<file path="src/hifi_pkg.sv">
package hifi_pkg;

   // Reorder RAM geometry.
   // Eight blocks of 512 bytes, 64-bit beats.
   localparam int BLOCK_COUNT = 8;
   localparam int BEATS_PER_BLOCK = 64;
   localparam int RAM_DEPTH = BLOCK_COUNT * BEATS_PER_BLOCK;

   // Shift from completed blocks to bytes.
   localparam int BYTES_PER_BLOCK_LOG2 = 9;

   // Channel number carried in the upper tag nibble.
   localparam logic [3:0] CHANNEL_ID = 4'd1;

   // Request throttling.
   // Two of the eight slots stay free as margin.
   localparam int MAX_OUTSTANDING = 6;
   localparam int HOLDOFF_CYCLES = 3;

   // Output FIFO sizing.
   localparam int FIFO_DEPTH = 16;
   localparam int FIFO_PTR_BITS = $clog2(FIFO_DEPTH);
   // Free slots needed before the drain may issue a beat.
   localparam int FIFO_SPACE_MIN = 3;

   // Data and tag fields.
   typedef logic [63:0] beat_t;
   typedef logic [7:0] tag_t;
   typedef logic [5:0] beat_index_t;

   // Block pointers wrap modulo BLOCK_COUNT.
   typedef logic [2:0] block_ptr_t;
   // Block in the upper bits, beat in the lower bits.
   typedef logic [8:0] ram_addr_t;

   typedef logic [31:0] status_t;
   // Completed blocks, before the shift into bytes.
   typedef logic [$bits(status_t)-BYTES_PER_BLOCK_LOG2-1:0] block_count_t;

   typedef logic [$clog2(HOLDOFF_CYCLES+1)-1:0] holdoff_t;
   typedef logic [FIFO_PTR_BITS-1:0] fifo_ptr_t;
   // One extra bit so a full FIFO is distinct from empty.
   typedef logic [FIFO_PTR_BITS:0] fifo_count_t;

endpackage

</file>
<file path="src/read_request_scheduler.sv">
module read_request_scheduler (
   input  logic                 clock,
   input  logic                 reset,
   // Accept strobe from the host, one cycle per request.
   input  logic                 i_rr_ready,
   // Block the drain is currently reading.
   input  hifi_pkg::block_ptr_t i_consumed_block,
   output logic                 o_rr_valid,
   output hifi_pkg::block_ptr_t o_rr_tag_low
);

   import hifi_pkg::*;

   // Next block to request.
   block_ptr_t request_block;
   // Quiet cycles left after an accept.
   holdoff_t   holdoff;
   // Blocks requested but not yet drained.
   block_ptr_t outstanding;
   logic       holdoff_idle;
   logic       room;

   // Distance between request and consumed pointers.
   // Modulo 8 arithmetic, never more than MAX_OUTSTANDING.
   assign outstanding = request_block - i_consumed_block;

   // Space for one more block in the reorder RAM.
   assign room = outstanding < block_ptr_t'(MAX_OUTSTANDING);

   assign holdoff_idle = (holdoff == '0);

   // Request while quiet and a slot is free.
   assign o_rr_valid = holdoff_idle && room;

   // Tag low bits name the reorder block.
   assign o_rr_tag_low = request_block;

   // Request pointer.
   // Moves on every accept.
   always_ff @(posedge clock) begin
      if (reset) begin
         request_block <= '0;
      end else if (i_rr_ready) begin
         request_block <= request_block + 1'b1;
      end
   end

   // Holdoff counter.
   // Loaded on accept, then counts down to zero.
   always_ff @(posedge clock) begin
      if (reset) begin
         holdoff <= '0;
      end else if (i_rr_ready) begin
         holdoff <= holdoff_t'(HOLDOFF_CYCLES);
      end else if (!holdoff_idle) begin
         holdoff <= holdoff - 1'b1;
      end
   end

endmodule

</file>
<file path="config.mk">
export PLATFORM = sky130hd
export DESIGN_NAME = read_request_scheduler
export DESIGN_NICKNAME = d
export VERILOG_FILES = /design/src/hifi_pkg.sv /design/src/read_request_scheduler.sv
export SDC_FILE = /design/constraint.sdc
export NUM_CORES = 1
export LEC_CHECK = 0
export BUFFER_PORTS_ARGS = -buffer_cell sky130_fd_sc_hd__buf_2
export CORE_AREA = 2 2 39 41
export DETAILED_ROUTE_END_ITERATION = 6
export DIE_AREA = 0 0 41 43
export GPL_ROUTABILITY_DRIVEN = 0
export GPL_TIMING_DRIVEN = 0
export HOLD_SLACK_MARGIN = 0.02
export SLEW_MARGIN = 10
export SYNTH_ARGS = -nofsm -noshare
export SYNTH_HDL_FRONTEND = slang
export SYNTH_SLANG_ARGS = --single-unit
</file>
<file path="constraint.sdc">
create_clock -name clock -period 1.45 [get_ports clock]
set_input_delay 0.0725 -clock clock [delete_from_list [all_inputs] [get_ports clock]]
set_output_delay 0.0725 -clock clock [all_outputs]
set_load 0.1 [all_outputs]
</file>
==> metrics.json <==
{
  "cp_data_required_time_ns": 1.38,
  "syn_area_per_cell_sq_um": 9.871,
  "max_stage_delay_ns": 0.35,
  "place_worst_setup_slack_ns": -0.2984,
  "switching_power_w": 0.0001963,
  "tightest_slew_ns": 0.4832,
  "synth.area.top_cells": "sky130_fd_sc_hd__dfxtp_1, sky130_fd_sc_hd__xnor2_1, sky130_fd_sc_hd__ha_1",
  "final-hold-violation-count": 0,
  "post_synth_xor_area_fraction_pct": 16.43,
  "wl_per_cell_um": 8.357,
  "vias": 216,
  "vdd_drop_max_mv": 0.7143,
  "cts_h_tree_lvls": 1,
  "postPlaceCellArea_sq_um": 360.3,
  "layout-drive-gt1-share_pct": 45.00,
  "area_fraction_in_compound_gates_after_synthesis_pct": 6.573,
  "num_antenna_cells": 0,
  "power-per-cell-area_mw_per_mm2": 1321,
  "drc_violations_left": 0,
  "critical_path.max_fanout": 4,
  "tritoncts_clock_tree": "done",
  "tritoncts_num_sinks": 5,
  "port_buffers": 9,
  "fillers": 152,
  "grt_start_max_net_pins": 6,
  "route.detailed.vias_per_inst": 3.857,
  "report.final.setup_viol": 1,
  "firstDrtPassIters": 2,
  "setup_ws_ns": -0.3252,
  "groute.usage.overall_pct": 7.437,
  "dp_cells": 52,
  "seq_power_share_pct": 30.5,
  "worst_skew_pair_later_pin_latency_ns": 0.24,
  "worst_r2r_startpoint": "holdoff[0]$_SDFFE_PP0P_",
  "synth-edff-count": 0,
  "first_global_vias": 222,
  "routed_wirelength_um": 468,
  "r2r_slack_ns": 0.36,
  "synth_cells": 27,
  "area.growth.synth_to_final_pct": 50.70,
  "cp.arrival_ns": 1.70,
  "min_delay_path_depth": 2,
  "leakagePower_nw": 0.1899,
  "cts_root_buffer": "sky130_fd_sc_hd__clkbuf_4",
  "grt_first_pass_wirelength_um": 814,
  "clkPwrFrac_pct": 29.6,
  "achievable-frequency_mhz": 563.3,
  "hold_path_end": "o_rr_tag_low[1]$_SDFFE_PP0P_",
  "final.setup_skew_ns": 0.005344,
  "synth-seq-area-share_pct": 37.56,
  "synth_simple_gate_area_share_pct": 10.80,
  "synth_top_flop_cell": "sky130_fd_sc_hd__dfxtp_1",
  "finalNonFillerCells": 56,
  "cts.hold.buffers_added": 0,
  "die_area_sq_mm": 0.001763,
  "final_antenna_net_count": 0,
  "post-route-cell-area_sq_um": 401.6,
  "comb_power_share_pct": 39.9,
  "start_util_pct": 19.26,
  "endpoint_kind": "output port",
  "post_synth_fa_ha_maj_area_fraction_pct": 16.90,
  "rr_endpoint": "holdoff[1]$_SDFFE_PP0P_",
  "failed_checks": "negative setup slack",
  "timing.final.crit_share_pct": 122.4,
  "critical_path_class": "flop to output port",
  "die_height_um": 43,
  "synth_async_sr_flop_share_pct": 0,
  "ys.warnings.count": 0,
  "post_cts.repair.setup_buffers": 0,
  "crit_chain": "nand2b_4, fa_2, xor2_1, xnor2_1, a21boi_4, buf_12",
  "number_of_gates_resized_after_cts": 4,
  "p_sw_share_pct": 36.99,
  "slew_headroom_pct": 68.01,
  "path_category_of_the_worst_min_delay_check": "input port to flop",
  "num_io_pins": 10,
  "synth_largest_type_area_fraction_pct": 37.56,
  "clock_transition_at_the_registers_of_the_reported_paths_ns": 0.04,
  "final_nets": 50,
  "post-route-min-period_ns": 1.775,
  "synth_commonest_cells": "sky130_fd_sc_hd__dfxtp_1, sky130_fd_sc_hd__nor2_1, sky130_fd_sc_hd__inv_1, sky130_fd_sc_hd__xnor2_1",
  "dr.first_iter.drc_count": 4,
  "total_cts_buffers": 3,
  "dominant_combinational_cell_family_by_area_after_synthesis": "adder cells",
  "synth.mux.area_fraction_pct": 7.512,
  "synthesis.area_sq_um": 266.5,
  "synth.net_count": 36,
  "netlist.top_cell.by_area": "sky130_fd_sc_hd__dfxtp_1",
  "result_of_the_run": "complete, but fails checks",
  "finalSetupTns_ns": -0.3252,
  "maxSlewViolCount": 0,
  "core.rowCount": 14,
  "core_area_sq_mm": 0.001384,
  "die_x_um": 41,
  "synth.distinct_cells": 12,
  "worst_hold_startpoint": "reset",
  "number_of_antenna_violations_at_the_first_check_in_global_routing": 0,
  "cell_internal_power_w": 0.0003344,
  "cts.path.max_buffers": 2,
  "rr_worst_depth": 4,
  "detailedPlacementHpwl_um": 375.2,
  "gr-total-overflow": 0,
  "critical_path.slowest_cell": "sky130_fd_sc_hd__dfxtp_4",
  "start_kind": "flop",
  "rsz0062_at_grt": "true",
  "postSynthRegisterBits": 5,
  "drv.max_cap_violation_count": 0
}
critical path, delay by kind of cell, from the launching register on:
| kind | cells | cell delay (ns) |
|---|---|---|
| buf+inv | 1 | 0.19 |
| xor+xnor | 2 | 0.30 |
| flops | 1 | 0.35 |
| fa+ha+maj | 1 | 0.33 |
| compound gates | 1 | 0.16 |
| simple gates | 1 | 0.14 |
per-layer routing:
layer	share of wire, %	track usage [%]
met2	43	10.31
met5	0	0
met1	49	7.419
met3	7.5	6.283
met4	0	4.000
cell type report:
type | instances | area, sq um | share of cell area, %
Tap cell | 16 | 20.02 | 4.984
Sequential cell | 5 | 107.6 | 26.79
Timing Repair Buffer | 9 | 60.06 | 14.95
Clock buffer | 4 | 26.28 | 6.542
Multi-Input combinational cell | 19 | 176.4 | 43.93
Inverter | 3 | 11.26 | 2.804
cell usage in the layout, fill, tap and decap left out:
master	Yosys	final
sky130_fd_sc_hd__ha_1	2	2
sky130_fd_sc_hd__o21ba_2	1	1
sky130_fd_sc_hd__buf_12	0	1
sky130_fd_sc_hd__dfxtp_1	5	3
sky130_fd_sc_hd__mux2i_1	2	2
sky130_fd_sc_hd__xor2_1	2	2
sky130_fd_sc_hd__nor2_1	5	5
sky130_fd_sc_hd__nand2_1	1	1
sky130_fd_sc_hd__clkbuf_1	0	1
sky130_fd_sc_hd__fa_2	0	1
sky130_fd_sc_hd__xnor2_1	3	3
sky130_fd_sc_hd__buf_2	0	8
sky130_fd_sc_hd__inv_1	3	3
sky130_fd_sc_hd__a21boi_4	0	1
sky130_fd_sc_hd__dfxtp_4	0	2
sky130_fd_sc_hd__nand2b_4	0	1
sky130_fd_sc_hd__clkbuf_4	0	3
how the worst max path moves through the flow:
stage | start | end | cells after the start | slack (ns)
finish | o_rr_tag_low[0]$_SDFFE_PP0P_ | o_rr_valid | 6 | -0.33
global route | o_rr_tag_low[0]$_SDFFE_PP0P_ | o_rr_valid | 6 | -0.41
detailed placement | o_rr_tag_low[0]$_SDFFE_PP0P_ | o_rr_valid | 6 | -0.30
global placement | o_rr_tag_low[0]$_SDFFE_PP0P_ | o_rr_valid | 6 | -0.28
floorplan | o_rr_tag_low[0]$_SDFFE_PP0P_ | o_rr_valid | 5 | -0.50
CTS | o_rr_tag_low[0]$_SDFFE_PP0P_ | o_rr_valid | 6 | -0.35
power groups by stage:
stage	clock, W	sequential (W)	combinational (W)
after floorplan	0	0.000206	0.000119
after global placement	0	0.000164	0.000190
after detailed placement	0	0.000165	0.000194
after CTS	0.000166	0.000162	0.000214
after global routing	0.000187	0.000164	0.000227
final	0.000157	0.000162	0.000212
metrics by stage:
stage / total power (W) / utilization (%) / hold WS [ns]
5_1_grt: 0.0005783 / 29.02 / 0.05766
2_1_floorplan: 0.0003258 / - / 0.1352
6_report: 0.0005307 / 29.02 / 0.05056
4_1_cts: 0.0005425 / 29.02 / 0.04636
3_3_place_gp: 0.0003537 / 26.04 / 0.2927
3_5_place_dp: 0.0003586 / 26.04 / 0.3023
flip-flops by register name (all words and copies together) (netlist names):
name / count
holdoff: 2
o_rr_tag_low: 3
cells by family after synthesis:
group,count (synthesis)
muxes,2
and+or+nand+nor,7
AOI/OAI and AO/OA,2
buffers and inverters,3
DFF,5
adders and majority gates,3
xor gates and xnor gates,5
No activity file was read; power rests on OpenSTA's default activity.
