**config.mk**
```make
export PLATFORM = sky130hd
export DESIGN_NAME = fwft_fifo
export DESIGN_NICKNAME = d
export VERILOG_FILES = /design/src/hifi_pkg.sv /design/src/fwft_fifo.sv
export SDC_FILE = /design/constraint.sdc
export NUM_CORES = 1
export LEC_CHECK = 0
export BUFFER_PORTS_ARGS = -buffer_cell sky130_fd_sc_hd__buf_2
export CAP_MARGIN = 15
export CORE_MARGIN = 1
export CORE_UTILIZATION = 45
export DETAILED_ROUTE_END_ITERATION = 10
export PLACE_DENSITY_LB_ADDON = 0.25
export SLEW_MARGIN = 20
export SYNTH_ARGS = -nofsm -noshare
export SYNTH_HDL_FRONTEND = slang
export SYNTH_SLANG_ARGS = --single-unit
```
**constraint.sdc**
```tcl
create_clock -name clock -period 8.6 [get_ports clock]
set_clock_uncertainty 0.15 [all_clocks]
set_input_delay 0.86 -clock clock [delete_from_list [all_inputs] [get_ports clock]]
set_output_delay 0.86 -clock clock [all_outputs]
set_load 0.05 [all_outputs]
```
**src/hifi_pkg.sv**
```systemverilog
package hifi_pkg;

   // Reorder RAM geometry.
   // Eight blocks of 512 bytes, 64-bit beats.
   localparam int BLOCK_COUNT = 8;
   localparam int BEATS_PER_BLOCK = 64;
   localparam int RAM_DEPTH = BLOCK_COUNT * BEATS_PER_BLOCK;

   // Shift from completed blocks to bytes.
   localparam int BYTES_PER_BLOCK_LOG2 = 9;

   // Channel number carried in the upper tag nibble.
   localparam logic [3:0] CHANNEL_ID = 4'd1;

   // Request throttling.
   // Two of the eight slots stay free as margin.
   localparam int MAX_OUTSTANDING = 6;
   localparam int HOLDOFF_CYCLES = 3;

   // Output FIFO sizing.
   localparam int FIFO_DEPTH = 16;
   localparam int FIFO_PTR_BITS = $clog2(FIFO_DEPTH);
   // Free slots needed before the drain may issue a beat.
   localparam int FIFO_SPACE_MIN = 3;

   // Data and tag fields.
   typedef logic [63:0] beat_t;
   typedef logic [7:0] tag_t;
   typedef logic [5:0] beat_index_t;

   // Block pointers wrap modulo BLOCK_COUNT.
   typedef logic [2:0] block_ptr_t;
   // Block in the upper bits, beat in the lower bits.
   typedef logic [8:0] ram_addr_t;

   typedef logic [31:0] status_t;
   // Completed blocks, before the shift into bytes.
   typedef logic [$bits(status_t)-BYTES_PER_BLOCK_LOG2-1:0] block_count_t;

   typedef logic [$clog2(HOLDOFF_CYCLES+1)-1:0] holdoff_t;
   typedef logic [FIFO_PTR_BITS-1:0] fifo_ptr_t;
   // One extra bit so a full FIFO is distinct from empty.
   typedef logic [FIFO_PTR_BITS:0] fifo_count_t;

endpackage

```
**src/fwft_fifo.sv**
```systemverilog
module fwft_fifo (
   input  logic            clock,
   input  logic            reset,
   // Write side.
   input  logic            i_write,
   input  hifi_pkg::beat_t i_data,
   // Read side, head shown before the read.
   input  logic            i_read,
   output hifi_pkg::beat_t o_data,
   output logic            o_valid,
   // Enough free slots for the beats in flight.
   output logic            o_space
);

   import hifi_pkg::*;

   beat_t       mem [FIFO_DEPTH];
   fifo_ptr_t   wr_ptr;
   fifo_ptr_t   rd_ptr;
   fifo_count_t count;
   logic        full;
   logic        do_write;
   logic        do_read;

   assign full = (count == fifo_count_t'(FIFO_DEPTH));

   // Pop only a valid head.
   assign do_read = i_read && o_valid;

   // Overflow guard, the space flag keeps this from firing.
   assign do_write = i_write && !full;

   // Storage.
   always_ff @(posedge clock) begin
      if (do_write) begin
         mem[wr_ptr] <= i_data;
      end
   end

   // Pointers wrap with the power of two depth.
   always_ff @(posedge clock) begin
      if (reset) begin
         wr_ptr <= '0;
         rd_ptr <= '0;
      end else begin
         if (do_write) begin
            wr_ptr <= wr_ptr + 1'b1;
         end
         if (do_read) begin
            rd_ptr <= rd_ptr + 1'b1;
         end
      end
   end

   // Fill level.
   always_ff @(posedge clock) begin
      if (reset) begin
         count <= '0;
      end else if (do_write && !do_read) begin
         count <= count + 1'b1;
      end else if (do_read && !do_write) begin
         count <= count - 1'b1;
      end
   end

   // Head presented combinationally.
   assign o_data = mem[rd_ptr];
   assign o_valid = (count != '0);

   // At least FIFO_SPACE_MIN slots free.
   assign o_space = (count <= fifo_count_t'(FIFO_DEPTH - FIFO_SPACE_MIN));

endmodule

```
==> results of run 1 <==
## sequential cells by signal (all words and copies together) (netlist names), named ones only
register and count:
count 5, mem 1024, rd_ptr 4, wr_ptr 4
## worst min path at each step
stage                  to  slack [ns]  cells past startpoint
2_1_floorplan   wr_ptr[1]        0.33                      2
3_3_place_gp    wr_ptr[1]        0.35                      2
3_5_place_dp    wr_ptr[1]        0.37                      2
4_1_cts         wr_ptr[1]        0.37                      2
5_1_grt        mem[8][60]        0.41                      1
6_report        wr_ptr[1]        0.38                      2
## cell type report
| class | count | area, sq um | area share [%] |
|---|---|---|---|
| Multi-Input combinational cell | 535 | 7675 | 17.16 |
| Antenna cell | 2 | 5.005 | 0.01119 |
| Clock inverter | 74 | 813.3 | 1.818 |
| Inverter | 11 | 41.29 | 0.09232 |
| Timing Repair Buffer | 162 | 920.9 | 2.059 |
| Sequential cell | 1041 | 31100 | 69.53 |
| Tap cell | 1144 | 1431 | 3.200 |
| Clock buffer | 124 | 2741 | 6.129 |
## worst min-delay path, stage by stage (launching register included)
cell     delay [ns]
dfxtp_1        0.35
nand2_1        0.07
a21oi_1        0.05
## cell usage after synthesis, drive strengths merged (3+ instances only)
master / number / area, sq um
edfxtp: 1024 / 30750
dfxtp: 17 / 340.3
inv: 11 / 41.29
nor2: 21 / 78.83
xor2: 6 / 52.55
nand2: 68 / 255.2
mux4: 256 / 5766
xnor2: 3 / 26.28
clkbuf: 44 / 165.2
o211ai: 3 / 22.52
and2: 9 / 56.30
ha: 10 / 125.1
buf: 44 / 299.0
a22oi: 128 / 960.9
a21oi: 6 / 30.03
nor4: 5 / 31.28
## kinds of logic (layout without fill, tap and decap cells)
kind of cell	Yosys count	after routing
compound gates	143	143
xor+xnor	9	9
fa+ha+maj	11	11
buf+inv	99	371
flops	1041	1041
mux	258	258
other cells	0	2
simple gates	114	114
## through the flow
step / instance area, sq um / hold WS, ns / cells / utilization (%)
final: 44730 / 0.3764 / 3093 / 52.20
after detailed placement: 41170 / 0.3654 / 2893 / 48.04
after CTS: 44720 / 0.3735 / 3091 / 52.19
after floorplan: 39170 / 0.3257 / 1675 / -
after global routing: 44720 / 0.4062 / 3091 / 52.19
after global placement: 41170 / 0.3534 / 2893 / 48.04
## metal layers
| metal | track usage (%) | vias up | routed length [microns] |
|---|---|---|---|
| li1 | - | 7549 | - |
| met1 | 28.01 | 9717 | 36970 |
| met2 | 32.57 | 600 | 43010 |
| met3 | 4.280 | 132 | 6041 |
| met4 | 4.210 | 18 | 1341 |
| met5 | 0 | - | 108 |
## where the power goes
part | leakage [nW] | switching, mW | internal, mW
logic | 2.90 | 1.76 | 1.21
clock network | 1.73 | 1.87 | 2.78
registers | 9.39 | 0.153 | 5.75
==> impl_metrics.yaml, run 1 <==
global_routing:
  grt_pass1_vias: 19450
  grt-ovfl-total: 0
  grt_max_degree: 125
  antenna_found_initial: 13
  grt_pass1_wl_microns: 128900
  track_usage_pct: 20.01
timing:
  fin_crit_sh_pct: 55.66
  worst_pin_slew_ns: 1.113
  setup_tns_ns: 0
  setup_viol: 0
  hold_viol_final: 0
  fin_ws_ns: 3.813
  max_freq_mhz: 208.9
  slew_headroom_pct: 25.81
  rsz0062_at_grt: "false"
  period_needed_ns: 4.787
  final_max_slew_viol_count: 0
route:
  wl_microns: 87470
  drtIter0Drc: 1717
  first_pass_iters: 5
  avgRoutedWirePerCell_microns: 28.28
  dr_total_vias: 18020
  avgViaCountPerCell: 5.825
  ant_nets: 0
  drcViolationCount: 0
min_path:
  hp-class: "reg -> reg"
  hold_path.startpoint: "wr_ptr[1]"
run:
  cap_violations: 0
cts:
  cts.repair.resized: 0
  cts_buffer_depth: 3
  post-cts-setup-buffers: 0
  hold_buffers: 0
  cts_root_buf: "clkbuf_16"
  ctsHtreeMaxLevel: 3
  cts_buffers: 105
  clk_latency_ns: 0.66
  path_clk_slew_ns: 0.06
  cts_num_sinks: 1041
  cts_tree: "yes"
logic_synthesis:
  postSynthCellCount: 1675
  ys_ff_latch: 1041
  synth_compound_area_share_pct: 2.722
  synth-simple-area-share_pct: 1.271
  synth_xor_area_share_pct: 0.2012
  synthMuxAreaShare_pct: 14.77
  ys_warn_count: 0
  ys_types: 34
  syn-cell-area_sq_mm: 0.03917
  synth_top_family_by_area: "multiplexers"
  async_flop_share_pct: 0
  syn_area_per_cell_sq_um: 23.39
  synth-adder-area-share_pct: 0.3705
  synth_edf_count: 1024
  syn_nets: 1754
  seq_area_frac_synth_pct: 79.37
  synth_ff_type: "edfxtp_1"
placed_design:
  gp_congestion: 0.7136
  hpwl_microns: 41980
  io_buffer_count: 133
  dp_slack_ns: 4.354
layout:
  drive_above_1_share_pct: 30.46
  layout.nets: 1935
  layout_commonest_cell: "edfxtp_1"
  syn_to_final_growth_pct: 14.18
  layout_common_cells: "1024 x edfxtp_1, 256 x mux4_2, 133 x buf_2"
  fillCellCount: 6663
power:
  p_leak_nw: 14.02
  vdd_ir_drop_max_mv: 0.2494
  power_mw: 13.53
  powerDensity_mw_per_mm2: 302.4
floorplan:
  initial_core_util_pct: 45.72
  die_w_microns: 297.0
  rows: 107
  io_pins: 134
  dieHeight_microns: 297.0
  core_sq_mm: 0.08568
  dieArea_sq_mm: 0.08823
setup_path:
  critPathKind: "reg -> out"
  reg2reg_depth: 6
  critical-path-max-stage-delay_ns: 1.00
  reg2reg_to: "mem[15][30]"
  reg2reg_setup_slack_ns: 4.93
  worst-path-buf-inv: 2
  crit_fanout: 107
  crit_end: "o_data[35]"
  r2r-start: "count[2]"
  cp.depth: 5
  critPathCaptureType: "output port"
  crit_arrival_ns: 3.78
  cp_cell_sequence: "buf_12 > mux4_2 > a22oi_1 > nand2_1 > buf_2"
  cp.required_ns: 7.59
  worst_setup_path_start_kind: "flop"
  crit_family: "flip-flops"
  slowest_stage: "dfxtp_4"
status:
  status: "finished, final reports clean"
Note: power is estimated with default switching activity, not from simulation.
==> run 2: changes to the inputs <==
--- a/config.mk
+++ b/config.mk
@@ -5,6 +5,7 @@
 export SDC_FILE = /design/constraint.sdc
 export NUM_CORES = 1
 export LEC_CHECK = 0
+export ABC_AREA = 1
 export BUFFER_PORTS_ARGS = -buffer_cell sky130_fd_sc_hd__buf_2
 export CAP_MARGIN = 15
 export CORE_MARGIN = 1
==> constraint.sdc (replaced) <==
create_clock -name clock -period 3.9 [get_ports clock]
set_clock_uncertainty 0.15 [all_clocks]
set_input_delay 0.39 -clock clock [delete_from_list [all_inputs] [get_ports clock]]
set_output_delay 0.39 -clock clock [all_outputs]
set_load 0.05 [all_outputs]
==> run 2 against run 1 <==
  * Non-clock buffer count is 102 higher
  * Core utilization is 0.69 points lower
  * Final cell count is 87% higher
  * Combinational power is 150% higher
  * Critical path type unchanged
  * Register-to-register slack worse by 3.8 ns
  * Cell area is 14% higher
  * Count of clock-buffer cells in the layout is 15 higher
  * First-iteration DRC count is 48% higher
  * Area after synthesis is 15% higher
  * Sequential cell count stayed put
  * Critical path depth is 2 higher
  * Highest routed layer unchanged
  * Sequential power is 120% higher
==> impl_metrics.yaml, run 2 <==
logic_synthesis:
  synth_edf_count: 1024
  ys_warn_count: 0
  syn_nets: 4341
  synth_area_leader_cell: "edfxtp_1"
  ys_ff_latch: 1041
  yosysTopAreaCellShare_pct: 68.50
  postSynthCellCount: 4262
  async_flop_share_pct: 0
  ys_types: 22
  synth_ff_type: "edfxtp_1"
  seq_area_frac_synth_pct: 69.26
  syn-cell-area_sq_mm: 0.04489
  synthTopCellsByArea: "edfxtp_1 69%, nand2_1 11%, nand3_1 8.7%, inv_1 6.6%, buf_6 1.4%"
  syn_area_per_cell_sq_um: 10.53
  yosysMostFrequentCell: "nand2_1"
  synthTopCellsByCount: "1373 x nand2_1, 1024 x edfxtp_1, 791 x inv_1, 779 x nand3_1, 118 x buf_2"
timing:
  hold_viol_final: 0
  fin_crit_sh_pct: 89.80
  worst_pin_slew_ns: 1.074
  rsz0062_at_grt: "false"
  setup_tns_ns: 0
  final_max_slew_viol_count: 0
  setup_viol: 0
  period_needed_ns: 3.502
  slew_headroom_pct: 28.43
  max_freq_mhz: 285.5
layout:
  syn_to_final_growth_pct: 13.09
  drive_above_1_share_pct: 7.984
  regMostFlops: "mem"
  layout_commonest_cell: "nand2_1"
  layout_common_cells: "1373 x nand2_1, 1024 x edfxtp_1, 790 x inv_1"
  largest_registers: "mem (1024), count (5)"
  largest_reg_flops: 1024
  finalInstanceArea_sq_mm: 0.05076
  layout.nets: 4503
  final_cells: 5798
cts:
  cts_num_sinks: 1041
  cts_tree: "yes"
  path_clk_slew_ns: 0.06
  cts.repair.resized: 0
  cts_root_buf: "clkbuf_16"
  cts_buffers: 107
  cts_buffer_depth: 3
  ctsHtreeMaxLevel: 3
  clk_latency_ns: 0.66
route:
  avgRoutedWirePerCell_microns: 18.95
  avgViaCountPerCell: 5.043
  highest_layer: "met5"
  ant_nets: 0
  dr_total_vias: 29240
  wl_met1_microns: 48030
  wl_met2_microns: 52130
  first_pass_iters: 5
  drcViolationCount: 0
  met3_length_microns: 6815
  drtIter0Drc: 2546
  wl_microns: 109900
global_routing:
  grt-ovfl-total: 0
  grt_pass1_wl_microns: 168300
  antenna_found_initial: 5
  grt_max_degree: 215
  track_usage_pct: 21.80
  grt_pass1_vias: 28120
floorplan:
  initial_core_util_pct: 45.54
  rows: 115
  core_sq_mm: 0.09856
  dieArea_sq_mm: 0.1010
  io_pins: 134
  dieHeight_microns: 317.8
  die_w_microns: 317.8
power:
  vdd_ir_drop_max_mv: 0.4196
  powerDensity_mw_per_mm2: 589.1
  p_leak_nw: 21.50
setup_path:
  reg2reg_setup_slack_ns: 1.08
  crit_arrival_ns: 2.96
  critPathKind: "reg -> out"
  reg2reg_depth: 7
  cp.required_ns: 3.36
  crit_end: "o_data[45]"
  worst_setup_path_start_kind: "flop"
  crit_fanout: 74
  critPathCaptureType: "output port"
  reg2reg_to: "mem[9][61]"
  r2r-start: "count[0]"
min_path:
  holdPathStages: 2
  hp-class: "reg -> reg"
status:
  status: "finished, final reports clean"
run:
  cap_violations: 0
placed_design:
  dp.cells: 5534
  placed_area_sq_mm: 0.04680
  gp_congestion: 0.7599
  io_buffer_count: 133
  hpwl_microns: 53220
-- run 2: cell types whose count changed in the layout (fill, tap and decap cells not counted), moves of 68 or more --
cell,previous run,this run
nand2_1,68,1373
inv_1,11,790
nand3_1,2,779
mux4_2,256,0
a22oi_1,128,0
dlygate4sd3_1,0,68
-- run 2: repair_timing --
item | in CTS | in global routing
setup buffers | 0 | 0
hold buffers | 68 | 0
hold endpoints to repair | 1035 | 0
-- run 2: metal layers --
layer / GRT usage (%) / up-vias
li1: - / 14090
met1: 29.91 / 14010
met2: 35.92 / 945
met3: 3.165 / 193
met4: 6.699 / 6
met5: 0 / -
-- run 2: report_power, final --
| group | total, mW | leakage [nW] | internal [mW] | switching (mW) |
|---|---|---|---|---|
| Sequential | 12.8 | 9.39 | 12.6 | 0.158 |
| Clock | 9.68 | 1.61 | 5.54 | 4.15 |
| Combinational | 7.42 | 10.5 | 1.92 | 5.50 |
| Total | 29.9 | 21.5 | 20.1 | 9.80 |
-- run 2: final cells by class --
class                           instances  area, sq um
Clock inverter                         55        419.2
Timing Repair Buffer                  264         2195
Tap cell                             1287         1610
Fill cell                            8552        47800
Inverter                              794         3012
Sequential cell                      1041        31100
Antenna cell                            2        5.005
Clock buffer                          139         2861
Multi-Input combinational cell       2216         9558
-- run 2: worst min path at each step --
stage	start	to
global placement	count[0]	count[0]
floorplan	count[0]	count[0]
global route	rd_ptr[2]	flop
CTS	rd_ptr[2]	flop
detailed placement	rd_ptr[2]	flop
finish	rd_ptr[2]	flop
-- run 2: cell families (layout without fill, tap and decap cells) --
logic type | Yosys count | after routing | share of synthesized area, %
xor gates and xnor gates | 3 | 3 | 0.05855
and+or+nand+nor | 2186 | 2186 | 20.46
AOI/OAI and AO/OA | 16 | 16 | 0.1840
other | 0 | 2 | 0
buffers and inverters | 1005 | 1252 | 9.714
DFF | 1041 | 1041 | 69.26
adders and majority gates | 11 | 11 | 0.3233
-- run 2: metrics by stage --
| step | worst slack (ns) | hold slack [ns] | utilization (%) | power [mW] |
|---|---|---|---|---|
| final | 0.3976 | 0.3761 | 51.50 | 29.90 |
| after CTS | 0.3573 | 0.3744 | 51.50 | 30.16 |
| after global placement | 1.109 | 0.3334 | 47.48 | 20.38 |
| after floorplan | -0.3036 | 0.3055 | - | 18.63 |
| after detailed placement | 1.081 | 0.3620 | 47.48 | 20.44 |
| after global routing | 0.2228 | 0.3954 | 51.50 | 31.27 |
-- run 2: critical path, stage by stage, from the launching register on --
cell     delay (ns)
dfxtp_4        0.52
inv_8          0.42
buf_12         0.36
nand3_1        0.12
nand3_1        0.09
nand3_1        0.08
nand2_1        0.21
buf_2          0.31
