**src/hifi_pkg.sv**
```systemverilog
package hifi_pkg;

   // Reorder RAM geometry.
   // Eight blocks of 512 bytes, 64-bit beats.
   localparam int BLOCK_COUNT = 8;
   localparam int BEATS_PER_BLOCK = 64;
   localparam int RAM_DEPTH = BLOCK_COUNT * BEATS_PER_BLOCK;

   // Shift from completed blocks to bytes.
   localparam int BYTES_PER_BLOCK_LOG2 = 9;

   // Channel number carried in the upper tag nibble.
   localparam logic [3:0] CHANNEL_ID = 4'd1;

   // Request throttling.
   // Two of the eight slots stay free as margin.
   localparam int MAX_OUTSTANDING = 6;
   localparam int HOLDOFF_CYCLES = 3;

   // Output FIFO sizing.
   localparam int FIFO_DEPTH = 16;
   localparam int FIFO_PTR_BITS = $clog2(FIFO_DEPTH);
   // Free slots needed before the drain may issue a beat.
   localparam int FIFO_SPACE_MIN = 3;

   // Data and tag fields.
   typedef logic [63:0] beat_t;
   typedef logic [7:0] tag_t;
   typedef logic [5:0] beat_index_t;

   // Block pointers wrap modulo BLOCK_COUNT.
   typedef logic [2:0] block_ptr_t;
   // Block in the upper bits, beat in the lower bits.
   typedef logic [8:0] ram_addr_t;

   typedef logic [31:0] status_t;
   // Completed blocks, before the shift into bytes.
   typedef logic [$bits(status_t)-BYTES_PER_BLOCK_LOG2-1:0] block_count_t;

   typedef logic [$clog2(HOLDOFF_CYCLES+1)-1:0] holdoff_t;
   typedef logic [FIFO_PTR_BITS-1:0] fifo_ptr_t;
   // One extra bit so a full FIFO is distinct from empty.
   typedef logic [FIFO_PTR_BITS:0] fifo_count_t;

endpackage

```
**src/reorder_drain.sv**
```systemverilog
module reorder_drain (
   input  logic                 clock,
   input  logic                 reset,
   // First block not yet committed by the reorder buffer.
   input  hifi_pkg::block_ptr_t i_commit_block,
   // FIFO has room for the beats in flight.
   input  logic                 i_fifo_space,
   output hifi_pkg::ram_addr_t  o_r_addr,
   output logic                 o_fifo_write,
   output hifi_pkg::block_ptr_t o_consumed_block
);

   import hifi_pkg::*;

   // Beat read pointer over the whole RAM.
   ram_addr_t  read_addr;
   block_ptr_t read_block;
   logic       block_ready;
   logic       read_step;
   // Write strobe, aligned with the RAM output.
   logic       write_q;

   // Block part of the read pointer.
   assign read_block = read_addr[$bits(ram_addr_t)-1 -: $bits(block_ptr_t)];

   // Reading block is committed while it trails the commit pointer.
   assign block_ready = (read_block != i_commit_block);

   // One beat per cycle while data and space allow.
   // Stalls with nothing lost under back-pressure.
   assign read_step = block_ready && i_fifo_space;

   // Read pointer.
   // Wraps from the last beat of block 7 to block 0.
   always_ff @(posedge clock) begin
      if (reset) begin
         read_addr <= '0;
      end else if (read_step) begin
         read_addr <= read_addr + 1'b1;
      end
   end

   // Strobe follows the address by one cycle.
   // Matches the registered RAM read.
   always_ff @(posedge clock) begin
      if (reset) begin
         write_q <= 1'b0;
      end else begin
         write_q <= read_step;
      end
   end

   assign o_r_addr = read_addr;
   assign o_fifo_write = write_q;

   // Block being read still counts as outstanding.
   assign o_consumed_block = read_block;

endmodule

```
**config.mk**
```make
export PLATFORM = sky130hd
export DESIGN_NAME = reorder_drain
export DESIGN_NICKNAME = d
export VERILOG_FILES = /design/src/hifi_pkg.sv /design/src/reorder_drain.sv
export SDC_FILE = /design/constraint.sdc
export NUM_CORES = 1
export LEC_CHECK = 0
export BUFFER_PORTS_ARGS = -buffer_cell sky130_fd_sc_hd__buf_2
export CORE_AREA = 10 10 47 49
export DETAILED_ROUTE_END_ITERATION = 10
export DIE_AREA = 0 0 57 59
export PLACE_DENSITY = 0.67
export SETUP_SLACK_MARGIN = 0.2
export SYNTH_ARGS = -nofsm -noshare
export SYNTH_HDL_FRONTEND = slang
export SYNTH_SLANG_ARGS = --single-unit
```
**constraint.sdc**
```tcl
create_clock -name clock -period 1.5 [get_ports clock]
set_input_delay 0.3 -clock clock [delete_from_list [all_inputs] [get_ports clock]]
set_output_delay 0.3 -clock clock [all_outputs]
set_load 0.01 [all_outputs]
```
==> Flow_metrics.wiki, run 1 <==
{| class="wikitable"
! Metric !! Value
|-
| Clk Latency, worst-skew pair || 270 ps
|-
| Share of the clock period used by the worst path || 92.1%
|-
| Count of mapped cells out of synthesis || 56
|-
| Max Slew Vio Count || 0
|-
| Startpoint types || flip-flop
|-
| Met1 capacity usage during global routing || 9.72%
|-
| Chip height || 59 um
|-
| First-pass GRT wire length || 2380 um
|-
| Syn_nets || 63
|-
| Clk buf depth || 2
|-
| Total of warnings raised by yosys || 0
|-
| Primary flip-flop cell chosen by synthesis mapping || dfxtp_1
|-
| Hold-fix buffer count after cts || 0
|-
| Min Tclk post-route || 1380 ps
|-
| Final layout net count || 94
|-
| Combinational family with the most area after synthesis || simple AND/OR/NAND/NOR gates
|-
| Antenna-violating nets left || 0
|-
| Synth cell count leaders || 10 x dfxtp_1, 8 x nor2_1, 7 x xnor2_1
|-
| Launching instance or port of the critical path || o_r_addr[5]
|-
| Number of buffers added on ports || 18
|-
| Number of unique standard cell types used by synthesis || 20
|-
| Proportion of netlist area held by the largest area contributor || 39.7%
|-
| Count of max-cap constraint violations || 0
|-
| RSZ-0062 raised after global routing || yes
|-
| Synth top area cells || dfxtp_1 40%, xnor2_1 12%, nor2_1 6.0%
|-
| Inserted Diodes || 0
|-
| Mux share of post-synthesis cell area || 1.99%
|-
| Delay contributed by the slowest stage of the critical path || 570 ps
|-
| Worst hold start || reset
|-
| Initial core utilization || 36.0%
|-
| Adder-Cell Fraction of Synth Area || 2.48%
|-
| Power per cell area || 782 nW/um^2
|-
| Status || finished, final reports clean
|-
| Xor/xnor share of the synthesized area || 13.9%
|-
| Fraction of the mapped netlist area in compound gates || 17.1%
|-
| Hold/Removal Path Class || in2reg
|-
| Via count of the first global-routing pass || 555
|-
| Vias after detailed routing || 533
|-
| Gpl congestion || 0.756
|-
| Reg-to-reg endpoint || o_r_addr[7]
|-
| Cell at the root of the clock tree || clkbuf_4
|-
| Library cell with the highest instance count after synthesis || dfxtp_1
|-
| Slew at the pin closest to its max-slew limit || 312 ps
|-
| Register cell area after layout || 213 sq um
|-
| Overflow after GRT || 0
|-
| Capturing element type of the critical path || flip-flop
|-
| Worst r2r path cells || 3
|-
| Total CTS buffers || 3
|-
| Simple logic cell fraction of the synthesized area || 18.9%
|-
| Met3 demand-to-capacity share in global routing || 2.79%
|-
| Arrival time reported for the critical path endpoint || 1590 ps
|-
| Std-Cell Core Area || 1400 sq um
|-
| Worst EP required || 1710 ps
|-
| Slowest-stage cell, CP || or4_4
|-
| Setup TNS || 0 ps
|-
| Antenna violations before repair || 0
|-
| Register-to-register setup slack || 120 ps
|-
| Reg-to-reg startpoint || o_r_addr[5]
|-
| Met2 capacity usage during global routing || 14.6%
|-
| Terminating pin of the worst hold path || o_r_addr[7]
|-
| Worst Path Max Fanout || 4
|-
| Number of standard-cell rows in the floorplan || 14
|-
| Maximum number of pins on one net before global-route repair || 12
|-
| Worst Setup Path Type || reg2reg
|-
| Worst rel slew slack || 79.0%
|-
| DR vias/cell || 5.23
|-
| Worst setup skew after layout || 5.90 ps
|-
| Area occupied by multi-input gates || 338 sq um
|-
| Flop and latch count out of synthesis || 10
|-
| Post-synthesis average cell area || 9.00 sq um
|-
| Fraction of the yosys area taken by sequential cells || 39.7%
|-
| Cell depth of the worst min-delay path || 2
|-
| Die X-Extent || 57 um
|-
| Number of endpoints failing setup at the final stage || 0
|-
| Post-DR wirelength/cell || 14.2 um
|-
| Clock tree from TritonCTS || built
|-
| Layer with the highest usage after global routing || met2
|-
| Synthesis-to-finish area growth || 56.8%
|-
| Number of ports placed on the die boundary || 19
|-
| HPWL after detailed placement || 1030 um
|-
| Clock slew at the register clock pins of the worst setup and hold paths || 70 ps
|-
| DRC violations left || 0
|-
| Sequence of cells on the critical path || nand4_1, or4_4, a21oi_2
|-
| Post-Synthesis Cell Area || 504 sq um
|-
| Worst-case vdd ir drop || 461 uV
|-
| Count of TritonRoute iterations in the first routing pass || 4
|-
| Global routing usage summed across all routing layers || 8.68%
|-
| Static Leakage || 0.344 nW
|-
| Final Routed Wirelength || 1450 um
|-
| Post-synthesis async set-or-reset flop share || 0%
|-
| Pre-CTS worst setup slack || 50.5 ps
|-
| Number of levels in the clock H-tree || 1
|-
| Post-synth EDFFs || 0
|-
| Share of cells above drive strength 1 || 53.5%
|-
| Detailed router's first-iteration violation count || 5
|-
| Max Fclk || 724 MHz
|-
| Fill cell count || 136
|-
| Clk sink count || 10
|-
| Crit path setup slack, layout || 119 ps
|-
| Die area || 3360 sq um
|-
| Count of final hold-check violations || 0
|-
| Cell type with the highest aggregate area in the netlist || dfxtp_1
|}
kinds of logic (layout without fill, tap and decap cells):
family,count (synthesis),count (layout)
buffers and inverters,5,35
adder cells (fa/ha/maj),1,1
multiplexers,1,1
AND/OR/NAND/NOR,20,20
flip-flops,10,10
AO/OA/AOI/OAI,11,11
XOR/XNOR,8,8
repair_timing:
item                                    in CTS  in global routing
hold endpoints to repair                     0                  0
endpoints found under the setup margin       4                  5
buffers inserted                             5                  1
gates resized for setup                      1                  5
pin swaps                                    4                  4
report_power, final:
part	switching, mW	internal, mW	leakage, nW
registers	0.00397	0.267	0.0841
logic	0.0482	0.0464	0.239
clock network	0.105	0.148	0.0210
per-layer routing:
metal	share of wire [%]	wire, um
met5	0	0
met4	1.4	21
met1	41	592
met2	52	752
met3	5.9	85
layout by cell type (no fill, tap or decap), types with 3 or more instances in the layout:
| cell | n |
|---|---|
| buf_2 | 18 |
| nor2_1 | 8 |
| nand2_1 | 4 |
| clkbuf_4 | 3 |
| dfxtp_4 | 3 |
| buf_4 | 12 |
| dfxtp_1 | 6 |
| nand4_1 | 3 |
| xnor2_1 | 4 |
how the worst max path moves through the flow:
stage / to / slack (ps) / cells past startpoint
finish: o_r_addr[7] / 120 / 3
global route: o_r_addr[7] / 100 / 3
CTS: o_r_addr[5] / 120 / 4
detailed placement: o_r_addr[5] / 50 / 5
global placement: o_r_addr[5] / 60 / 5
floorplan: o_r_addr[7] / 140 / 4
flip-flops by register name (all words and copies together), names as in the netlist:
signal / cells
o_r_addr: 9
o_fifo_write: 1
worst max-delay path, delay by kind of cell (launching register included):
kind / cells / cell delay, ps
AND/OR/NAND/NOR: 2 / 790
flip-flops: 1 / 400
AO/OA/AOI/OAI: 1 / 130
layout make-up:
type	instances	share of cell area, %
timing repair buffer	30	22.8
multi-input combinational	41	42.7
sequential	10	26.9
tap	16	2.53
inverter	1	0.475
clock buffer	4	4.59
per-stage QoR:
step                      hold WS (ps)  std cells  util (%)  cell area, sq um  power, mW
after global routing               338        102      56.4               791      0.649
after global placement             500         92      49.0               687      0.365
after CTS                          317        101      54.5               763      0.622
after floorplan                    469         56         -               558      0.325
after detailed placement           504         92      49.0               687      0.367
final                              311        102      56.4               791      0.619
Power figures use the tool's default switching activity.
==> run 2: changes to the inputs <==
- CORE_AREA: 10 10 47 49 -> 3 3 40 42
- DIE_AREA: 0 0 57 59 -> 0 0 43 45
- PLACE_DENSITY: 0.67 -> unset
- clock period: 1.5 -> 1.3 ns (I/O delays scaled with it)
==> run 2 against run 1 <==
  * The flow now finishes with violations (setup timing)
  * Die area fell by 42%
  * Clock skew fell by 0.79 ps
  * Core utilization rose by 19 points
  * Sequential share of layout area fell by 4.3 points
  * Final cell count rose by 4.9%
  * Largest power group unchanged
  * Highest routed layer is now met3
==> Flow_metrics.wiki, run 2 (synthesis gave the netlist of run 1 again) <==
{| class="wikitable"
! Metric !! Value
|-
| Setup TNS || -76.9 ps (was 0 ps)
|-
| Die X-Extent || 43 um (was 57 um)
|-
| Count of final hold-check violations || 0 (unchanged)
|-
| Commonest non-fill, non-tap cell in the layout || buf_6 (was buf_2)
|-
| Part of the power in combinational logic || 21.2% (was 15.3%)
|-
| Number of standard-cell rows in the floorplan || 13 (was 14)
|-
| Most frequent cells in the layout || 17 x buf_6, 11 x buf_4, 9 x buf_2 (was 18 x buf_2, 12 x buf_4, 8 x nor2_1)
|-
| Final layout net count || 101 (was 94)
|-
| Count of TritonRoute iterations in the first routing pass || 4 (unchanged)
|-
| Cell depth of the worst min-delay path || 2 (unchanged)
|-
| Power per cell area || 676 nW/um^2 (was 782 nW/um^2)
|-
| Number of endpoints failing setup at the final stage || 2 (was 0)
|-
| Fin area || 973 sq um (was 791 sq um)
|-
| Detailed router's first-iteration violation count || 13 (was 5)
|-
| Number of ports placed on the die boundary || 19 (unchanged)
|-
| Worst Setup Path Type || reg2reg (unchanged)
|-
| Antenna violations before repair || 0 (unchanged)
|-
| Static Leakage || 0.391 nW (was 0.344 nW)
|-
| Crit path setup slack, layout || -40.9 ps (was 119 ps)
|-
| Global routing usage summed across all routing layers || 15.0% (was 8.68%)
|-
| Post-DR wirelength/cell || 12.8 um (was 14.2 um)
|-
| Total cell area at the placement stage || 767 sq um (was 687 sq um)
|-
| Inserted Diodes || 0 (unchanged)
|-
| Count of max-cap constraint violations || 0 (unchanged)
|-
| Fraction of power consumed by sequential logic || 48.1% (was 43.9%)
|-
| Die area || 1940 sq um (was 3360 sq um)
|-
| Non-filler cells in the finished layout || 107 (was 102)
|-
| Total CTS buffers || 3 (unchanged)
|-
| Cell internal pwr || 0.490 mW (was 0.461 mW)
|-
| Std-Cell Core Area || 1280 sq um (was 1400 sq um)
|-
| Worst hold margin || 292 ps (was 311 ps)
|-
| Slew at the pin closest to its max-slew limit || 254 ps (was 312 ps)
|-
| Share of cells above drive strength 1 || 65.2% (was 53.5%)
|-
| Worst Path Max Fanout || 5 (was 4)
|-
| Worst-case vdd ir drop || 672 uV (was 461 uV)
|-
| Hold/Removal Path Class || in2reg (unchanged)
|-
| Cell at the root of the clock tree || clkbuf_4 (unchanged)
|-
| Hold-fix buffer count after cts || 0 (unchanged)
|-
| Clk buf depth || 2 (unchanged)
|-
| Met2 routed WL || 723 um (was 752 um)
|-
| Share of total power in the clock network || 30.7% (was 40.9%)
|-
| Clk sink count || 10 (unchanged)
|-
| Number of buffers added on ports || 18 (unchanged)
|-
| Clk Latency, worst-skew pair || 260 ps (was 270 ps)
|-
| Startpoint types || flip-flop (unchanged)
|-
| Switching power summed over all nets || 0.168 mW (was 0.157 mW)
|-
| Highest metal used || met3 (was met4)
|-
| Via count of the first global-routing pass || 493 (was 555)
|-
| Chip height || 45 um (was 59 um)
|-
| Gpl congestion || 0.765 (was 0.756)
|-
| Number of levels in the clock H-tree || 1 (unchanged)
|-
| Worst setup skew after layout || 5.10 ps (was 5.90 ps)
|-
| Met3 Wirelength || 89 um (was 85 um)
|-
| Final Routed Wirelength || 1370 um (was 1450 um)
|-
| Status || finished with violations (was finished, final reports clean)
|-
| Arrival time reported for the critical path endpoint || 1530 ps (was 1590 ps)
|-
| DR vias/cell || 5.17 (was 5.23)
|-
| Share of the clock period used by the worst path || 103% (was 92.1%)
|-
| Placed cell count || 99 (was 92)
|-
| Worst rel slew slack || 82.9% (was 79.0%)
|-
| Vias after detailed routing || 553 (was 533)
|-
| Min Tclk post-route || 1340 ps (was 1380 ps)
|-
| Clock slew at the register clock pins of the worst setup and hold paths || 60 ps (was 70 ps)
|-
| Flip-flop count of the largest register, all copies and words added || 9 (unchanged)
|-
| Clock tree from TritonCTS || built (unchanged)
|-
| Synthesis-to-finish area growth || 93.1% (was 56.8%)
|-
| First-pass GRT wire length || 2100 um (was 2380 um)
|-
| Capturing element type of the critical path || flip-flop (unchanged)
|-
| Antenna-violating nets left || 0 (unchanged)
|-
| Maximum number of pins on one net before global-route repair || 12 (unchanged)
|-
| Violated checks || setup timing
|-
| HPWL after detailed placement || 921 um (was 1030 um)
|-
| Share of total power consumed by net switching || 25.5% (was 25.4%)
|-
| Worst EP required || 1490 ps (was 1710 ps)
|-
| Overflow after GRT || 0 (unchanged)
|-
| RSZ-0062 raised after global routing || yes (unchanged)
|-
| Initial core utilization || 39.2% (was 36.0%)
|-
| Met1 WL || 560 um (was 592 um)
|-
| Max Slew Vio Count || 0 (unchanged)
|-
| Max Fclk || 746 MHz (was 724 MHz)
|-
| Worst r2r path cells || 4 (was 3)
|-
| DRC violations left || 0 (unchanged)
|}
[run 2: timing repair]
action / CTS / global route
gates resized for setup: 24 / 4
pin swaps: 9 / 2
setup endpoints to repair: 21 / 21
setup buffers: 2 / 3
[run 2: routing by layer]
metal / up-vias / global-route usage, %
met2: 18 / 26.9
met5: - / 0
met1: 259 / 16.5
met3: 0 / 7.57
li1: 276 / -
met4: 0 / 1.81
[run 2: worst max-delay path, stage by stage, from the launching register on]
cell and delay [ps]:
dfxtp_4 360, xnor2_4 130, a31o_4 240, or4_1 400, a21oi_1 140
[run 2: worst paths after layout]
| kind | from | to | slack [ps] |
|---|---|---|---|
| setup reg to reg | o_r_addr[7] | o_r_addr[5] | -40 |
| hold / removal | reset | o_r_addr[7] | 290 |
| setup / recovery | o_r_addr[7] | o_r_addr[5] | -40 |
| hold reg to reg | o_r_addr[5] | o_r_addr[5] | 620 |
[run 2: stage by stage]
stage                     utilization, %  power, mW  setup WS [ps]
final                               75.8      0.658          -40.9
after global routing                75.8      0.703          -85.4
after CTS                           72.8      0.657          -38.6
after detailed placement            59.7      0.430          -93.6
after global placement              59.7      0.427          -78.5
after floorplan                        -      0.376          -58.6
[run 2: power groups by stage]
stage               logic [mW]  registers [mW]  clock network (mW)
floorplan               0.0454           0.331                   0
global placement         0.106           0.321                   0
detailed placement       0.108           0.322                   0
CTS                      0.132           0.316               0.208
global route             0.150           0.317               0.237
finish                   0.140           0.317               0.202
[run 2: cell type report]
type                            count  area [sq um]
Timing Repair Buffer               37           319
Fill cell                          95           312
Inverter                            1          3.75
Sequential cell                    10           220
Tap cell                           15          18.8
Clock buffer                        3          22.5
Multi-Input combinational cell     41           389
==> run 3: changes to the inputs <==
- clock period: 1.3 -> 1.31 ns (I/O delays scaled with it)
==> run 3 against run 2 <==
  * The flow still finishes with violations (setup timing)
  * Fmax is 1.1% lower
  * Total power rose by 15%
  * Critical path depth unchanged
  * First-iteration DRC count down 46%
  * Sequential share of layout area down 1.5 points
  * Critical path type unchanged
  * Core utilization increased by 4.5 points
  * Non-clock buffer count rose by 2
  * Critical endpoint is now o_r_addr[7]
  * Combinational power up 9%
==> Flow_metrics.wiki, run 3 (synthesis gave the netlist of run 1 again) <==
{| class="wikitable"
! Metric !! Value
|-
| Status || finished with violations (unchanged)
|-
| Violated checks || setup timing (unchanged)
|-
| Hold-fix buffer count after cts || 0 (unchanged)
|-
| Power per cell area || 733 nW/um^2 (was 676 nW/um^2)
|-
| Worst setup skew after layout || 1.12 ps (was 5.10 ps)
|-
| Std-Cell Core Area || 1280 sq um (unchanged)
|-
| Flip-flop count of the largest register, all copies and words added || 9 (unchanged)
|-
| Number of levels in the clock H-tree || 1 (unchanged)
|-
| Slew at the pin closest to its max-slew limit || 308 ps (was 254 ps)
|-
| Antenna violations before repair || 0 (unchanged)
|-
| Met2 capacity usage during global routing || 30.2% (was 26.9%)
|-
| Overflow after GRT || 0 (unchanged)
|-
| Met1 capacity usage during global routing || 20.8% (was 16.5%)
|-
| Final Routed Wirelength || 1600 um (was 1370 um)
|-
| Clock tree from TritonCTS || built (unchanged)
|-
| Clock slew at the register clock pins of the worst setup and hold paths || 80 ps (was 60 ps)
|-
| Placed cell count || 98 (was 99)
|-
| Inserted Diodes || 0 (unchanged)
|-
| Chip height || 45 um (unchanged)
|-
| Maximum number of pins on one net before global-route repair || 12 (unchanged)
|-
| Number of endpoints failing setup at the final stage || 2 (unchanged)
|-
| HPWL after detailed placement || 965 um (was 921 um)
|-
| DR vias/cell || 5.30 (was 5.17)
|-
| Number of ports placed on the die boundary || 19 (unchanged)
|-
| Area occupied by multi-input gates || 409 sq um (was 389 sq um)
|-
| DRC violations left || 0 (unchanged)
|-
| Detailed router's first-iteration violation count || 7 (was 13)
|-
| Static Leakage || 0.412 nW (was 0.391 nW)
|-
| Initial core utilization || 39.2% (unchanged)
|-
| Share of cells above drive strength 1 || 68.4% (was 65.2%)
|-
| Max Fclk || 737 MHz (was 746 MHz)
|-
| Commonest non-fill, non-tap cell in the layout || buf_6 (unchanged)
|-
| Via count of the first global-routing pass || 547 (was 493)
|-
| Gpl congestion || 0.758 (was 0.765)
|-
| Cell at the root of the clock tree || clkbuf_4 (unchanged)
|-
| Most frequent cells in the layout || 20 x buf_6, 10 x buf_4, 9 x buf_2 (was 17 x buf_6, 11 x buf_4, 9 x buf_2)
|-
| Final total power || 0.755 mW (was 0.658 mW)
|-
| Global routing usage summed across all routing layers || 17.6% (was 15.0%)
|-
| Crit path setup slack, layout || -46.2 ps (was -40.9 ps)
|-
| Die X-Extent || 43 um (unchanged)
|-
| Worst Setup Path Type || reg2reg (unchanged)
|-
| Startpoint types || flip-flop (unchanged)
|-
| Total CTS buffers || 3 (unchanged)
|-
| Min Tclk post-route || 1360 ps (was 1340 ps)
|-
| Clk Latency, worst-skew pair || 270 ps (was 260 ps)
|-
| Fin area || 1030 sq um (was 973 sq um)
|-
| Die area || 1940 sq um (unchanged)
|-
| Worst rel slew slack || 79.3% (was 82.9%)
|-
| Worst Path Max Fanout || 5 (unchanged)
|-
| Worst hold margin || 295 ps (was 292 ps)
|-
| Post-DR wirelength/cell || 14.5 um (was 12.8 um)
|-
| RSZ-0062 raised after global routing || yes (unchanged)
|-
| Sequence of cells on the critical path || xnor2_4, a31o_4, or4_1, a21oi_2 (was xnor2_4, a31o_4, or4_1, a21oi_1)
|-
| Capturing element type of the critical path || flip-flop (unchanged)
|-
| Delay contributed by the slowest stage of the critical path || 420 ps (was 400 ps)
|-
| Antenna-violating nets left || 0 (unchanged)
|-
| Max Slew Vio Count || 0 (unchanged)
|-
| Family with the most delay on the worst path || simple AND/OR/NAND/NOR gates (unchanged)
|-
| Clk buf depth || 2 (unchanged)
|-
| Count of TritonRoute iterations in the first routing pass || 4 (unchanged)
|-
| Met3 demand-to-capacity share in global routing || 3.59% (was 7.57%)
|-
| Layer with the highest usage after global routing || met2 (unchanged)
|-
| Arrival time reported for the critical path endpoint || 1560 ps (was 1530 ps)
|-
| Final layout net count || 103 (was 101)
|-
| Vias after detailed routing || 583 (was 553)
|-
| Clk sink count || 10 (unchanged)
|-
| Fill cell count || 72 (was 95)
|-
| Register cell area after layout || 218 sq um (was 220 sq um)
|-
| Number of buffers added on ports || 18 (unchanged)
|-
| Worst-case vdd ir drop || 427 uV (was 672 uV)
|-
| Slowest-stage cell, CP || or4_1 (unchanged)
|-
| Total cell area at the placement stage || 757 sq um (was 767 sq um)
|-
| Synthesis-to-finish area growth || 104% (was 93.1%)
|-
| Hold/Removal Path Class || in2reg (unchanged)
|-
| Worst EP required || 1510 ps (was 1490 ps)
|-
| Non-filler cells in the finished layout || 110 (was 107)
|-
| First-pass GRT wire length || 2520 um (was 2100 um)
|-
| Share of the clock period used by the worst path || 104% (was 103%)
|-
| Count of max-cap constraint violations || 0 (unchanged)
|-
| Count of final hold-check violations || 0 (unchanged)
|-
| Number of standard-cell rows in the floorplan || 13 (unchanged)
|-
| Buf/Inv on CP || 0 (unchanged)
|}
run 3: path summary, 6_finish.rpt:
check | startpoint | endpoint | slack (ps) | cells past startpoint
max reg2reg | o_r_addr[6] | o_r_addr[7] | -50 | 4
min reg2reg | o_r_addr[5] | o_r_addr[5] | 610 | 3
min | reset | o_r_addr[7] | 300 | 2
max | o_r_addr[6] | o_r_addr[7] | -50 | 4
run 3: layout make-up:
class                   count  area share, %
well taps                  15           1.82
inverters                   1          0.364
multi-input cells          41           39.7
repair buffers             39           33.5
clock buffers               4           3.52
flip-flops and latches     10           21.1
run 3: layer usage:
layer  vias to the layer above  wire length, um
met2                        17              817
met5                         -                0
met3                         4               58
met1                       282              682
met4                         0               40
li1                        280                -
run 3: timing repair:
| item | 4_1_cts | 5_1_grt |
|---|---|---|
| resized for setup | 28 | 7 |
| pin swaps | 12 | 6 |
| endpoints found under the setup margin | 19 | 20 |
| buffers inserted | 3 | 5 |
| gates cloned | 0 | 0 |
run 3: per-stage QoR:
step | setup slack (ps) | setup TNS [ps] | util (%)
3_5_place_dp | -85.7 | -241 | 58.9
6_report | -46.2 | -87.3 | 80.2
5_1_grt | -93.3 | -253 | 80.2
4_1_cts | -36.5 | -65.8 | 74.6
2_1_floorplan | -48.6 | -92.0 | -
3_3_place_gp | -54.4 | -183 | 58.9
run 3: worst register-to-register path: cells and delay by family, from the launching register on:
| kind | cells | cell delay, ps |
|---|---|---|
| DFF | 1 | 370 |
| and+or+nand+nor | 1 | 420 |
| xor gates and xnor gates | 1 | 130 |
| AOI/OAI and AO/OA | 2 | 380 |
run 3: power breakdown:
| part | switching [mW] | leakage, nW | internal [mW] |
|---|---|---|---|
| logic | 0.0713 | 0.305 | 0.0813 |
| registers | 0.00505 | 0.0859 | 0.307 |
| clock network | 0.122 | 0.0210 | 0.169 |
| total | 0.198 | 0.412 | 0.557 |
